==> src/rtl/pool_config.svh <==
// Frame geometry, pooling factor and fixed-point format of the pixels
`ifndef POOL_CONFIG_SVH
`define POOL_CONFIG_SVH

// Input frame side in pixels
`define IMG_SIZE 28

// Pooling window side
`define POOL 2

// Fixed-point pixel format
`define DATA_WIDTH 16
`define FRAC_BITS 7

// Derived sizes
`define FRAME_DEPTH (`IMG_SIZE * `IMG_SIZE)
`define POOLED (`IMG_SIZE / `POOL)
`define POOL_DEPTH (`POOLED * `POOLED)

`endif

==> src/rtl/pool_pkg.sv <==
// Shared types: input byte, fixed-point pixel, buffer addresses, controller state
`include "pool_config.svh"

package pool_pkg;

    // ============================================================
    // Data and address types
    // ============================================================
    typedef logic [7:0] byte_t;
    typedef logic signed [`DATA_WIDTH-1:0] pixel_t;
    typedef logic [$clog2(`FRAME_DEPTH)-1:0] frame_addr_t;
    typedef logic [$clog2(`POOL_DEPTH)-1:0] pool_addr_t;

    // ============================================================
    // Controller states
    // ============================================================
    typedef enum logic [1:0] {
        ST_LOAD,
        ST_POOL,
        ST_STREAM
    } ctrl_state_t;

endpackage

==> src/rtl/pool_streamer.sv <==
// Pool buffer reader with a valid/ready output stream and a last marker
`timescale 1ns/1ps
`include "pool_config.svh"

module pool_streamer import pool_pkg::*; (
    input  logic       clk,
    input  logic       reset,
    input  logic       start,
    output logic       rd_en,
    output pool_addr_t rd_addr,
    input  pixel_t     rd_data,
    output logic       out_valid,
    input  logic       out_ready,
    output pixel_t     out_data,
    output logic       out_last,
    output logic       done
);

    localparam pool_addr_t LAST_ADDR = pool_addr_t'(`POOL_DEPTH - 1);

    // Read issued last cycle, data is on rd_data now
    logic rd_pend;

    // ============================================================
    // One read per output transfer
    // ============================================================
    always_ff @(posedge clk) begin
        if (reset) begin
            rd_en     <= 1'b0;
            rd_addr   <= '0;
            rd_pend   <= 1'b0;
            out_valid <= 1'b0;
            out_last  <= 1'b0;
            done      <= 1'b0;
        end else begin
            rd_en   <= 1'b0;
            rd_pend <= rd_en;
            done    <= 1'b0;
            if (start) begin
                rd_en   <= 1'b1;
                rd_addr <= '0;
            end
            if (rd_pend) begin
                out_valid <= 1'b1;
                out_last  <= (rd_addr == LAST_ADDR);
            end else if (out_valid && out_ready) begin
                out_valid <= 1'b0;
                out_last  <= 1'b0;
                if (out_last) begin
                    done <= 1'b1;
                end else begin
                    rd_en   <= 1'b1;
                    rd_addr <= rd_addr + 1'b1;
                end
            end
        end
    end

    // Output register, loaded only when fresh read data arrives
    always_ff @(posedge clk) begin
        if (rd_pend) begin
            out_data <= rd_data;
        end
    end

    a_hold_on_stall: assert property (@(posedge clk) disable iff (reset)
        (out_valid && !out_ready) |=> (out_valid && $stable(out_data) && $stable(out_last)))
        else $error("output changed while stalled");

endmodule

==> config.mk <==
export PLATFORM = sky130hd
export DESIGN_NAME = pool_streamer
export DESIGN_NICKNAME = d
export VERILOG_FILES = /design/src/rtl/pool_pkg.sv /design/src/rtl/pool_streamer.sv
export VERILOG_INCLUDE_DIRS = /design/src /design/src/rtl
export SDC_FILE = /design/constraint.sdc
export NUM_CORES = 1
export LEC_CHECK = 0
export BUFFER_PORTS_ARGS = -buffer_cell sky130_fd_sc_hd__buf_2
export CAP_MARGIN = 20
export CORE_MARGIN = 2
export CORE_UTILIZATION = 49
export DETAILED_ROUTE_END_ITERATION = 12
export HOLD_SLACK_MARGIN = 0.08
export PLACE_DENSITY = 0.87
export SLEW_MARGIN = 20
export SYNTH_ARGS = -nofsm -noshare
export SYNTH_HDL_FRONTEND = slang
export SYNTH_SLANG_ARGS = --single-unit
export TNS_END_PERCENT = 100
==> constraint.sdc <==
create_clock -name clk -period 4.1 [get_ports clk]
set_input_delay 0.615 -clock clk [delete_from_list [all_inputs] [get_ports clk]]
set_output_delay 0.615 -clock clk [all_outputs]
set_load 0.01 [all_outputs]
Word-level counts from Yosys, hierarchy flattened
Index checks and enable logic that the tools add are counted.
{"block": "totals", "output_inout_bits": 28, "elab_cells": 25, "in_bits": 20, "reg_bits": 29}
{"block": "classes", "n_reduce_logical": 3, "addsub": 1, "mux": 12, "n_eq_ne": 1, "bitwise_logic": 1}
{"operator": "8-bit two-way mux", "count": 4}
{"operator": "8-bit by 1-bit adder with 8-bit output, second input constant", "count": 1}
{"operator": "8-bit equality test, second input constant", "count": 1}
{"operator": "1-bit two-way mux", "count": 8}
{"operator": "3-bit OR reduction", "count": 1}
{"operator": "2-bit nonzero test", "count": 1}
{"operator": "1-bit logical AND", "count": 1}
{"operator": "1-bit inverter", "count": 1}

Depth between registers and ports, before layout
Gate-level depths: netlist of the first run.
{"block": "depth", "word_depth": 4, "ltp_mapped": 4, "ltp_nobuf": 4}

Least setup slack after synthesis of the first run
No wires, ideal clock.
{"block": "synth_timing", "path_type": "register to register", "from": "register rd_pend", "to": "register rd_addr[2]", "n_path_buf": 1, "period_less_slack_ns": 1.649, "setup_ns": 0.079, "path_stages_with_launch": 5, "required_time_ns": 4.021, "arrival_ns": 1.570, "setup_slack_ns": 2.451, "path_cell_list": "dfxtp_1 nand4bb_1 buf_2 mux2_4 a211oi_2"}
{"block": "synth_via", "elab_chain_len": 1}
{"item": "start, declared", "line_no": "pool_streamer.sv:22", "rtl": "logic rd_pend;"}
{"item": "start signal, assigned", "line_no": "pool_streamer.sv:37", "rtl": "rd_pend <= rd_en;"}
{"item": "8-bit two-way mux", "line_no": "pool_streamer.sv:43", "rtl": "if (rd_pend) begin"}
{"item": "end signal, assigned", "line_no": "pool_streamer.sv:53", "rtl": "rd_addr <= rd_addr + 1'b1;"}
{"item": "end, declared", "line_no": "pool_streamer.sv:10", "rtl": "output pool_addr_t rd_addr,"}
No other way between the ends.
A chain may end at the register's enable or synchronous reset.

Worst setup path in the final report of the first run
Same ends and word-level chain as after synthesis.

==> tab_implementation.tex, run 1 <==
\begin{tabular}{lr}
\hline
Metric & Value \\
\hline
\multicolumn{2}{l}{\textbf{Run status}} \\
\quad Result of the run & finished clean \\
\multicolumn{2}{l}{\textbf{Cells and area}} \\
\quad Count of fill cells added during filler insertion & roughly 190 \\
\quad Final core occ & 0.651 \\
\quad Total number of nets in the final design & 153 \\
\quad Area growth from synthesis to layout & 28.8\% \\
\quad Fraction of final layout cells with drive strength greater than 1 & 0.444 \\
\quad N\_diodes & 0 \\
\multicolumn{2}{l}{\textbf{Logic synthesis}} \\
\quad Largest cells by area after synthesis & edfxtp\_1, dfxtp\_1, a21oi\_1, nand3b\_4, nor2\_1 \\
\quad Number of warning messages in the yosys log & 0 \\
\quad Gate count of the mapped netlist & 80 \\
\quad Share of synthesized area occupied by flip-flops and latches & 0.682 \\
\quad Synth unique cells & 31 \\
\quad Proportion of netlist area held by the largest area contributor & 0.442 \\
\quad Average instance area after synthesis & 13.6 um2 \\
\quad Leading register cell type out of synthesis & edfxtp\_1 \\
\quad Cell taking the most area after synthesis & edfxtp\_1 \\
\quad Share of synthesized registers carrying an async set or reset & 0 \\
\quad Synthesized flop and latch total & 29 \\
\quad Netlist area before placement & 0.00109 mm2 \\
\quad Mapped Nets & 101 \\
\quad EDFF count, synth & 16 \\
\multicolumn{2}{l}{\textbf{Place}} \\
\quad Count of input and output buffers & 47 \\
\quad Gp weighted congestion & around 0.82 \\
\quad Detailed placement HPWL & 1480 um \\
\multicolumn{2}{l}{\textbf{CTS}} \\
\quad Insertion delay to the later sink of the worst-skew pair & 320 ps \\
\quad Clock slew at the register clock pins of the worst setup and hold paths & around 80 ps \\
\quad Post-CTS setup buffers & 0 \\
\quad Total CTS buffers & 5 \\
\quad Post-CTS Hold Fix Bufs & 0 \\
\quad CTS H-Tree Depth & 2 \\
\quad Clk sinks & 29 \\
\quad Deepest clock path buffer count & 2 \\
\quad Library cell used as clock root buffer & clkbuf\_4 \\
\quad TritonCTS clock tree & yes \\
\quad Post-CTS Resized & 0 \\
\multicolumn{2}{l}{\textbf{Pwr}} \\
\quad Power density over the cells & 356 mW/mm2 \\
\quad Peak supply drop & between 0.0002 and 0.0003 V \\
\quad Static Leakage & 0.582 nW \\
\quad Design Power & approximately 0.5 mW \\
\multicolumn{2}{l}{\textbf{Detailed routing}} \\
\quad DRC violations left & 0 \\
\quad DR iter-0 viols & 11 \\
\quad Detail Route Antenna Nets & 0 \\
\quad Total Routed Length & 2010 um \\
\quad Mean number of vias per cell & 5.12 \\
\quad TritonRoute pass-1 iters & 4 \\
\quad Vias & 825 \\
\quad Wire length per cell after detailed routing & 12.5 um \\
\multicolumn{2}{l}{\textbf{Global route}} \\
\quad Antenna violations before repair & 0 \\
\quad Maximum number of pins on one net before global-route repair & 23 \\
\quad Wire length of the first global-routing pass & 3150 um \\
\quad GRT Resource Usage Total & 0.174 \\
\quad GR Layer Usage met3 & 0.0702 \\
\quad Global-route met2 utilization & 0.275 \\
\quad Remaining global-route overflow & 0 \\
\quad Grt peak-use layer & met2 \\
\quad Met1 GRT Util & 0.200 \\
\quad Via count of the first global-routing pass & 725 \\
\multicolumn{2}{l}{\textbf{Critical path}} \\
\quad Kind of end point of the critical path & flip-flop \\
\quad Startpoint of the worst-slack reg-to-reg timing path & rd\_pend \\
\quad Critical path capture point & rd\_addr[2] \\
\quad R2R cell count & 3 \\
\quad Critical path origin & rd\_pend \\
\quad R2R Setup Slk & 2200 ps \\
\quad Worst r2r dst & rd\_addr[2] \\
\quad Startpoint type of the worst setup path & flip-flop \\
\quad CP Data Required Time & 4340 ps \\
\quad Type of the setup path with the least slack & reg2reg \\
\quad Signal arrival time at the worst endpoint & 2140 ps \\
\quad Crit path max fanout & 22 \\
\multicolumn{2}{l}{\textbf{Floorplanning}} \\
\quad Y dimension of the die & between 50 and 60 um \\
\quad Number of primary I/O pins & 48 \\
\quad Full die area & 0.00261 mm2 \\
\quad Placeable core region & between 0.002 and 0.0025 mm2 \\
\quad Die width & 51.1 um \\
\quad Row count & 17 \\
\quad Starting utilization of the core area & 0.506 \\
\multicolumn{2}{l}{\textbf{Timing}} \\
\quad Ratio of final minimum period to clock period & 0.464 \\
\quad Fin. Hold Viols & 0 \\
\quad RSZ-0062 raised after global routing & no \\
\quad F\_max & 525 MHz \\
\quad Max-slew violations & 0 \\
\quad Final worst clock skew & 7.45 ps \\
\quad Worst rel slew slack & 0.496 \\
\quad Final setup violation count & 0 \\
\quad Slew of the pin with the lowest slew margin & 755 ps \\
\quad Post-route worst hold slack & 471 ps \\
\quad Setup TNS after final layout & 0 ps \\
\quad Period minus WS final & 1900 ps \\
\multicolumn{2}{l}{\textbf{Worst hold path}} \\
\quad Class of the most critical hold timing path & reg2reg \\
\multicolumn{2}{l}{\textbf{Run}} \\
\quad Number of max-cap violations & 0 \\
\hline
\end{tabular}
synthesized netlist by cell type, types with 2 or more instances:
| cell | n |
|---|---|
| edfxtp_1 | 16 |
| dfxtp_1 | 13 |
| a21oi_1 | 7 |
| nor2_1 | 5 |
| inv_1 | 3 |
| a211o_1 | 2 |
| nand2_1 | 2 |
| nand2b_1 | 2 |
| nand3_1 | 2 |
| nand3b_1 | 2 |
| nor4_1 | 2 |
| o21ai_0 | 2 |
| o31ai_1 | 2 |
| or3_1 | 2 |
| or4_1 | 2 |
flip-flops by register name, summed over array words and instances, names as in the netlist:
signal     flops
done           1
out_data      16
out_last       1
out_valid      1
rd_addr        8
rd_en          1
rd_pend        1
cell type report:
class	count	area, um2	area share
Clock buffer	6	41.3	0.0295
Clock inverter	2	10.0	0.00716
Inverter	3	11.3	0.00805
Multi-Input combinational cell	46	325	0.233
Sequential cell	29	741	0.530
Tap cell	28	35.0	0.0250
Timing Repair Buffer	47	235	0.168
power by group:
part           switching [mW]  internal [mW]
Combinational          0.0132         0.0139
Clock                  0.0874         0.0651
Sequential            0.00459          0.313
metrics by stage:
stage               instance area (um2)  setup WS [ps]  cells
floorplan                          1090           2450     80
global placement                   1350           2290    153
detailed placement                 1350           2220    153
CTS                                1400           2190    161
global route                       1400           2010    161
finish                             1400           2200    161
per-layer routing:
metal / up-vias / share of wire
met5: - / 0
li1: 409 / -
met2: 50 / 0.46
met1: 363 / 0.42
met4: 0 / 0.016
met3: 3 / 0.10
cell usage in the layout, fill, tap and decap left out, types with 2 or more instances in the layout:
master	n
inv_1	3
nand2_1	2
a21oi_1	7
edfxtp_1	16
nand3_1	2
nand2b_1	2
or3_1	2
nor4_1	2
or4_1	2
o21ai_0	2
dfxtp_1	13
clkinv_2	2
nand3b_1	2
buf_2	47
clkbuf_4	5
a211o_1	2
nor2_1	5
o31ai_1	2
logic make-up after synthesis:
family | count (synthesis) | share of synthesized area
adders and majority gates | 1 | 0.0115
AOI/OAI and AO/OA | 17 | 0.105
xor gates and xnor gates | 1 | 0.00807
and+or+nand+nor | 25 | 0.152
buffers and inverters | 5 | 0.0184
muxes | 2 | 0.0230
DFF | 29 | 0.682
worst min-delay path by stage:
| stage | slack (ps) | end | startpoint | cells past startpoint |
|---|---|---|---|---|
| CTS | 450 | out_data[3] | rd_data[3] | 1 |
| finish | 470 | rd_pend | rd_en | 1 |
| floorplan | 490 | rd_pend | rd_en | 1 |
| global route | 450 | out_data[4] | rd_data[4] | 1 |
| global placement | 450 | rd_pend | rd_en | 1 |
| detailed placement | 460 | rd_pend | rd_en | 1 |
critical path: stages, from the launching register on:
cell and delay [ps]:
dfxtp_1 820, nand4bb_1 430, mux2_4 340, a211oi_2 230
Power figures use the tool's default switching activity.
==> run 2, diff against run 1 <==
--- a/config.mk
+++ b/config.mk
@@ -9,10 +9,10 @@
 export BUFFER_PORTS_ARGS = -buffer_cell sky130_fd_sc_hd__buf_2
 export CAP_MARGIN = 20
 export CORE_MARGIN = 2
-export CORE_UTILIZATION = 49
+export CORE_UTILIZATION = 41
 export DETAILED_ROUTE_END_ITERATION = 12
 export HOLD_SLACK_MARGIN = 0.08
-export PLACE_DENSITY = 0.87
+export PLACE_DENSITY = 0.79
 export SLEW_MARGIN = 20
 export SYNTH_ARGS = -nofsm -noshare
 export SYNTH_HDL_FRONTEND = slang
==> constraint.sdc (replaced) <==
create_clock -name clk -period 1.65 [get_ports clk]
set_input_delay 0.2475 -clock clk [delete_from_list [all_inputs] [get_ports clk]]
set_output_delay 0.2475 -clock clk [all_outputs]
set_load 0.01 [all_outputs]
==> tab_implementation.tex, run 2 (same netlist as run 1, synthesis figures left out) <==
\begin{tabular}{lr}
\hline
Metric & Value \\
\hline
\multicolumn{2}{l}{\textbf{Global route}} \\
\quad GRT Resource Usage Total & 0.143 \\
\quad Via count of the first global-routing pass & 753 \\
\quad Maximum number of pins on one net before global-route repair & 20 \\
\quad Wire length of the first global-routing pass & about 3400 um \\
\quad Antenna violations before repair & 0 \\
\quad Remaining global-route overflow & 0 \\
\multicolumn{2}{l}{\textbf{Timing}} \\
\quad RSZ-0062 raised after global routing & no \\
\quad Max-slew violations & 0 \\
\quad Ratio of final minimum period to clock period & 0.911 \\
\quad Worst rel slew slack & 0.724 \\
\quad Post-route worst hold slack & around 110 ps \\
\quad Fin. Hold Viols & 0 \\
\quad F\_max & between 600 and 700 MHz \\
\quad Setup TNS after final layout & 0 ps \\
\quad Slew of the pin with the lowest slew margin & 410 ps \\
\quad Final worst clock skew & 5.31 ps \\
\quad Period minus WS final & 1500 ps \\
\quad Setup slack after layout & 146 ps \\
\quad Final setup violation count & 0 \\
\multicolumn{2}{l}{\textbf{Floorplanning}} \\
\quad Full die area & 0.00308 mm2 \\
\quad Die width & 55.5 um \\
\quad Number of primary I/O pins & 48 \\
\quad Starting utilization of the core area & 0.434 \\
\quad Y dimension of the die & 55.5 um \\
\quad Row count & 18 \\
\quad Placeable core region & between 0.002 and 0.0025 mm2 \\
\multicolumn{2}{l}{\textbf{Critical path}} \\
\quad R2R cell count & 4 \\
\quad R2R Setup Slk & 150 ps \\
\quad Kind of end point of the critical path & flip-flop \\
\quad Type of the setup path with the least slack & reg2reg \\
\quad Crit path max fanout & 5 \\
\quad Buffering stage count on the worst path with inverters included & 0 \\
\quad Signal arrival time at the worst endpoint & roughly 1800 ps \\
\quad Slowest cell on the critical path & or4\_1 \\
\quad Startpoint of the worst-slack reg-to-reg timing path & rd\_addr[0] \\
\quad Worst r2r dst & rd\_addr[6] \\
\quad Cell-by-cell trace of the critical path & ha\_1 -> nand3\_1 -> or4\_1 -> a21oi\_1 \\
\quad CP Data Required Time & around 1900 ps \\
\quad Top cell family by delay on the critical path & simple AND/OR/NAND/NOR gates \\
\quad CP peak stage delay & 490 ps \\
\quad Startpoint type of the worst setup path & flip-flop \\
\multicolumn{2}{l}{\textbf{CTS}} \\
\quad Clk sinks & 29 \\
\quad Library cell used as clock root buffer & clkbuf\_4 \\
\quad CTS H-Tree Depth & 2 \\
\quad Insertion delay to the later sink of the worst-skew pair & about 330 ps \\
\quad Deepest clock path buffer count & 2 \\
\quad Clock slew at the register clock pins of the worst setup and hold paths & 90 ps \\
\quad Total CTS buffers & 5 \\
\quad Post-CTS Resized & 0 \\
\quad TritonCTS clock tree & yes \\
\multicolumn{2}{l}{\textbf{Place}} \\
\quad Gp weighted congestion & 0.843 \\
\quad Placed Cells & 156 \\
\quad Setup Slack @ Placement & 155 ps \\
\quad Count of input and output buffers & 47 \\
\quad Detailed placement HPWL & 1540 um \\
\multicolumn{2}{l}{\textbf{Run}} \\
\quad Number of max-cap violations & 0 \\
\multicolumn{2}{l}{\textbf{Pwr}} \\
\quad Portion of total power attributed to combinational logic & 0.080 \\
\quad Static Leakage & 0.650 nW \\
\quad Portion of total power attributed to the clock network & 0.310 \\
\quad Portion of total power attributed to sequential cells & 0.610 \\
\quad Internal portion of total power & around 1.0 mW \\
\quad Switching power share of the total & 0.223 \\
\quad Power density over the cells & about 830 mW/mm2 \\
\quad Peak supply drop & roughly 0.00057 V \\
\quad Reported net switching power & 0.287 mW \\
\multicolumn{2}{l}{\textbf{Detailed routing}} \\
\quad Vias & 882 \\
\quad Mean number of vias per cell & 4.93 \\
\quad DRC violations left & 0 \\
\quad DR iter-0 viols & 34 \\
\quad Wire length per cell after detailed routing & about 13 um \\
\quad Detail Route Antenna Nets & 0 \\
\quad TritonRoute pass-1 iters & 4 \\
\quad Total Routed Length & 2260 um \\
\multicolumn{2}{l}{\textbf{Worst hold path}} \\
\quad Hold EP & out\_data[7] \\
\quad Number of cells on the worst hold path & 1 \\
\quad Class of the most critical hold timing path & in2reg \\
\quad Hold path startpoint & rd\_data[7] \\
\multicolumn{2}{l}{\textbf{Cells and area}} \\
\quad Layout Cells excl Fill & 179 \\
\quad Most common cell after layout, fill and taps aside & buf\_2 \\
\quad Biggest registers after layout & out\_data: 16 flops, rd\_addr: 8 flops \\
\quad Max FFs per register & 16 \\
\quad Area growth from synthesis to layout & 43.5\% \\
\quad Fraction of final layout cells with drive strength greater than 1 & 0.403 \\
\quad Footprint of the flip-flops and latches & 741 um2 \\
\quad Top register by number of flip-flops & out\_data \\
\quad Combined area of the multi-input logic cells & 325 um2 \\
\quad Final core occ & 0.624 \\
\quad Count of fill cells added during filler insertion & 200 \\
\quad Total number of nets in the final design & around 170 \\
\quad Most used cells in the layout excluding fill and tap cells & buf\_2, edfxtp\_1, dlygate4sd3\_1 \\
\quad N\_diodes & 0 \\
\multicolumn{2}{l}{\textbf{Run status}} \\
\quad Result of the run & finished clean \\
\hline
\end{tabular}
run 2: cell count changes in the layout (fill, tap and decap cells not counted):
cell and change:
buf_4 +1, dlygate4sd3_1 +15
run 2: layout make-up:
type / count / share of cell area
clock inverters: 2 / 0.00642
clock buffers: 6 / 0.0265
well taps: 30 / 0.0241
flip-flops and latches: 29 / 0.475
inverters: 3 / 0.00722
repair buffers: 63 / 0.252
multi-input cells: 46 / 0.209
run 2: power groups by stage:
stage               registers (mW)  logic, mW  clock network, mW
floorplan                    0.814     0.0193                  0
global placement             0.801     0.0732                  0
detailed placement           0.801     0.0751                  0
CTS                          0.785     0.0843              0.419
global route                 0.787      0.111              0.454
finish                       0.784      0.103              0.399
run 2: worst reg2reg max path, cell delays in order (launching register included):
cell,delay (ps)
dfxtp_1,410
ha_1,240
nand3_1,140
or4_1,490
a21oi_1,150
run 2: how the worst max path moves through the flow:
stage,end,cells past startpoint,startpoint,slack [ps]
2_1_floorplan,rd_addr[2],4,rd_pend,0.6
3_3_place_gp,rd_addr[2],3,out_valid,230
3_5_place_dp,rd_addr[2],3,out_valid,160
4_1_cts,rd_addr[2],3,out_valid,140
5_1_grt,rd_addr[4],3,out_valid,20
6_report,rd_addr[6],4,rd_addr[0],150
run 2: metrics by stage:
step | cell area (um2) | power, mW
2_1_floorplan | 1090 | 0.833
3_3_place_gp | 1360 | 0.874
3_5_place_dp | 1360 | 0.876
4_1_cts | 1460 | 1.29
5_1_grt | 1560 | 1.35
6_report | 1560 | 1.29
run 2: timing repair:
action | in CTS | in global routing
hold endpoints to repair | 5 | 10
hold buffers | 5 | 10
endpoints found under the setup margin | 0 | 0
buffers inserted | 0 | 0
run 2: layer usage:
metal,GRT usage,vias to the layer above,part of all wire,wire length [um]
met3,0.0867,4,0.095,215
met4,0.0627,0,0.012,28
met2,0.196,45,0.44,1000
met5,0,-,0,0
met1,0.180,394,0.45,1010
li1,-,439,-,-
==> run 3, diff against run 2 <==
--- a/config.mk
+++ b/config.mk
@@ -12,7 +12,7 @@
 export CORE_UTILIZATION = 41
 export DETAILED_ROUTE_END_ITERATION = 12
 export HOLD_SLACK_MARGIN = 0.08
-export PLACE_DENSITY = 0.79
+export PLACE_DENSITY = 0.73
 export SLEW_MARGIN = 20
 export SYNTH_ARGS = -nofsm -noshare
 export SYNTH_HDL_FRONTEND = slang
==> tab_implementation.tex, run 3 (same netlist as run 1, synthesis figures left out) <==
\begin{tabular}{lr}
\hline
Metric & Value \\
\hline
\multicolumn{2}{l}{\textbf{Run status}} \\
\quad Result of the run & finished clean \\
\multicolumn{2}{l}{\textbf{Timing}} \\
\quad Slew of the pin with the lowest slew margin & 382 ps \\
\quad Ratio of final minimum period to clock period & 0.911 \\
\quad Fin. Hold Viols & 0 \\
\quad Worst rel slew slack & 0.744 \\
\quad F\_max & 665 MHz \\
\quad Final worst clock skew & 8.35 ps \\
\quad Period minus WS final & 1500 ps \\
\quad Final setup violation count & 0 \\
\quad Setup TNS after final layout & 0 ps \\
\quad RSZ-0062 raised after global routing & no \\
\quad Max-slew violations & 0 \\
\multicolumn{2}{l}{\textbf{Global route}} \\
\quad Grt peak-use layer & met2 \\
\quad GRT Resource Usage Total & 0.139 \\
\quad Antenna violations before repair & 0 \\
\quad Wire length of the first global-routing pass & 3280 um \\
\quad Maximum number of pins on one net before global-route repair & 20 \\
\quad Via count of the first global-routing pass & 767 \\
\quad GR Layer Usage met3 & 0.0585 \\
\quad Met1 GRT Util & 0.171 \\
\quad Global-route met2 utilization & 0.202 \\
\quad Remaining global-route overflow & 0 \\
\multicolumn{2}{l}{\textbf{Cells and area}} \\
\quad Top register by number of flip-flops & out\_data \\
\quad Layout Cells excl Fill & 169 \\
\quad Most used cells in the layout excluding fill and tap cells & buf\_2, edfxtp\_1, dfxtp\_1 \\
\quad Max FFs per register & 16 \\
\quad Fraction of final layout cells with drive strength greater than 1 & 0.446 \\
\quad Most common cell after layout, fill and taps aside & buf\_2 \\
\quad Biggest registers after layout & out\_data: 16 flops, rd\_addr: 8 flops \\
\quad Count of fill cells added during filler insertion & 212 \\
\quad Area growth from synthesis to layout & 38.8\% \\
\quad N\_diodes & 0 \\
\quad Total number of nets in the final design & 159 \\
\multicolumn{2}{l}{\textbf{Floorplanning}} \\
\quad Starting utilization of the core area & 0.434 \\
\quad Placeable core region & 0.00250 mm2 \\
\quad Number of primary I/O pins & 48 \\
\quad Full die area & 0.00308 mm2 \\
\quad Die width & 55.5 um \\
\quad Row count & 18 \\
\quad Y dimension of the die & 55.5 um \\
\multicolumn{2}{l}{\textbf{CTS}} \\
\quad CTS H-Tree Depth & 2 \\
\quad Deepest clock path buffer count & 2 \\
\quad Total CTS buffers & 5 \\
\quad Post-CTS setup buffers & 0 \\
\quad Post-CTS Resized & 0 \\
\quad Clk sinks & 29 \\
\quad Clock slew at the register clock pins of the worst setup and hold paths & roughly 90 ps \\
\quad Library cell used as clock root buffer & clkbuf\_4 \\
\quad TritonCTS clock tree & yes \\
\quad Insertion delay to the later sink of the worst-skew pair & 330 ps \\
\multicolumn{2}{l}{\textbf{Detailed routing}} \\
\quad Wire length per cell after detailed routing & 12.3 um \\
\quad Vias & 840 \\
\quad TritonRoute pass-1 iters & 4 \\
\quad DRC violations left & 0 \\
\quad Mean number of vias per cell & between 4 and 5 \\
\quad DR iter-0 viols & 29 \\
\quad Detail Route Antenna Nets & 0 \\
\quad Total Routed Length & between 2000 and 2500 um \\
\multicolumn{2}{l}{\textbf{Critical path}} \\
\quad Signal arrival time at the worst endpoint & 1760 ps \\
\quad Crit path max fanout & 5 \\
\quad R2R cell count & 4 \\
\quad Type of the setup path with the least slack & reg2reg \\
\quad Cell-by-cell trace of the critical path & ha\_1 -> nand3\_1 -> or4\_1 -> a21oi\_1 \\
\quad CP Data Required Time & 1910 ps \\
\quad Kind of end point of the critical path & flip-flop \\
\quad CP peak stage delay & approximately 500 ps \\
\quad Slowest cell on the critical path & or4\_1 \\
\quad Startpoint type of the worst setup path & flip-flop \\
\multicolumn{2}{l}{\textbf{Place}} \\
\quad Count of input and output buffers & 47 \\
\quad Placed Cells & 157 \\
\quad Gp weighted congestion & 0.732 \\
\quad Detailed placement HPWL & about 1500 um \\
\multicolumn{2}{l}{\textbf{Worst hold path}} \\
\quad Class of the most critical hold timing path & in2reg \\
\quad Number of cells on the worst hold path & 1 \\
\multicolumn{2}{l}{\textbf{Run}} \\
\quad Number of max-cap violations & 0 \\
\multicolumn{2}{l}{\textbf{Pwr}} \\
\quad Peak supply drop & 0.000928 V \\
\quad Static Leakage & 0.632 nW \\
\quad Power density over the cells & 1050 mW/mm2 \\
\hline
\end{tabular}
-- run 3: critical path: cells and delay by family (launching register included) --
family	cells	cell delay (ps)
and+or+nand+nor	2	630
adders and majority gates	1	240
DFF	1	420
AOI/OAI and AO/OA	1	150
-- run 3: per-stage QoR --
stage               hold WS (ps)  instance area, um2  power (mW)   util  setup WS, ps
floorplan                    346                1090       0.833      -         0.580
global placement             425                1370       0.875  0.546           249
detailed placement           426                1370       0.877  0.546           179
CTS                         81.3                1480        1.60  0.591           168
global route                81.3                1510        1.64  0.603          40.8
finish                      92.6                1510        1.58  0.603           147
-- run 3: routing by layer --
layer / part of all wire / up-vias
met5: 0 / -
met4: 0.019 / 0
met3: 0.097 / 6
met2: 0.43 / 41
met1: 0.45 / 367
li1: - / 426
-- run 3: cell type report --
cell class,count,area (um2),share of cell area
Clock buffer,5,37.5,0.0249
Clock inverter,3,65.1,0.0432
Inverter,3,11.3,0.00747
Multi-Input combinational cell,46,325,0.216
Sequential cell,29,741,0.491
Tap cell,30,37.5,0.0249
Timing Repair Buffer,53,290,0.193
-- run 3: what timing repair did --
item                                    4_1_cts  5_1_grt
endpoints found under the setup margin        0        0
hold buffers                                  1        3
endpoints found under the hold margin         1        3
-- run 3: final timing paths --
kind                                endpoint        start  slack (ps)
worst max register to register    rd_addr[6]   rd_addr[0]         150
worst max-delay path              rd_addr[6]   rd_addr[0]         150
worst min register to register       rd_pend        rd_en         470
worst min-delay path            out_data[14]  rd_data[14]          90
-- run 3: power by group --
part / switching, mW / total, mW / leakage, nW / internal, mW
Sequential: 0.00499 / 0.784 / 0.252 / 0.779
Combinational: 0.0402 / 0.0831 / 0.325 / 0.0430
Clock: 0.246 / 0.715 / 0.0552 / 0.469
Total: 0.291 / 1.58 / 0.632 / 1.29
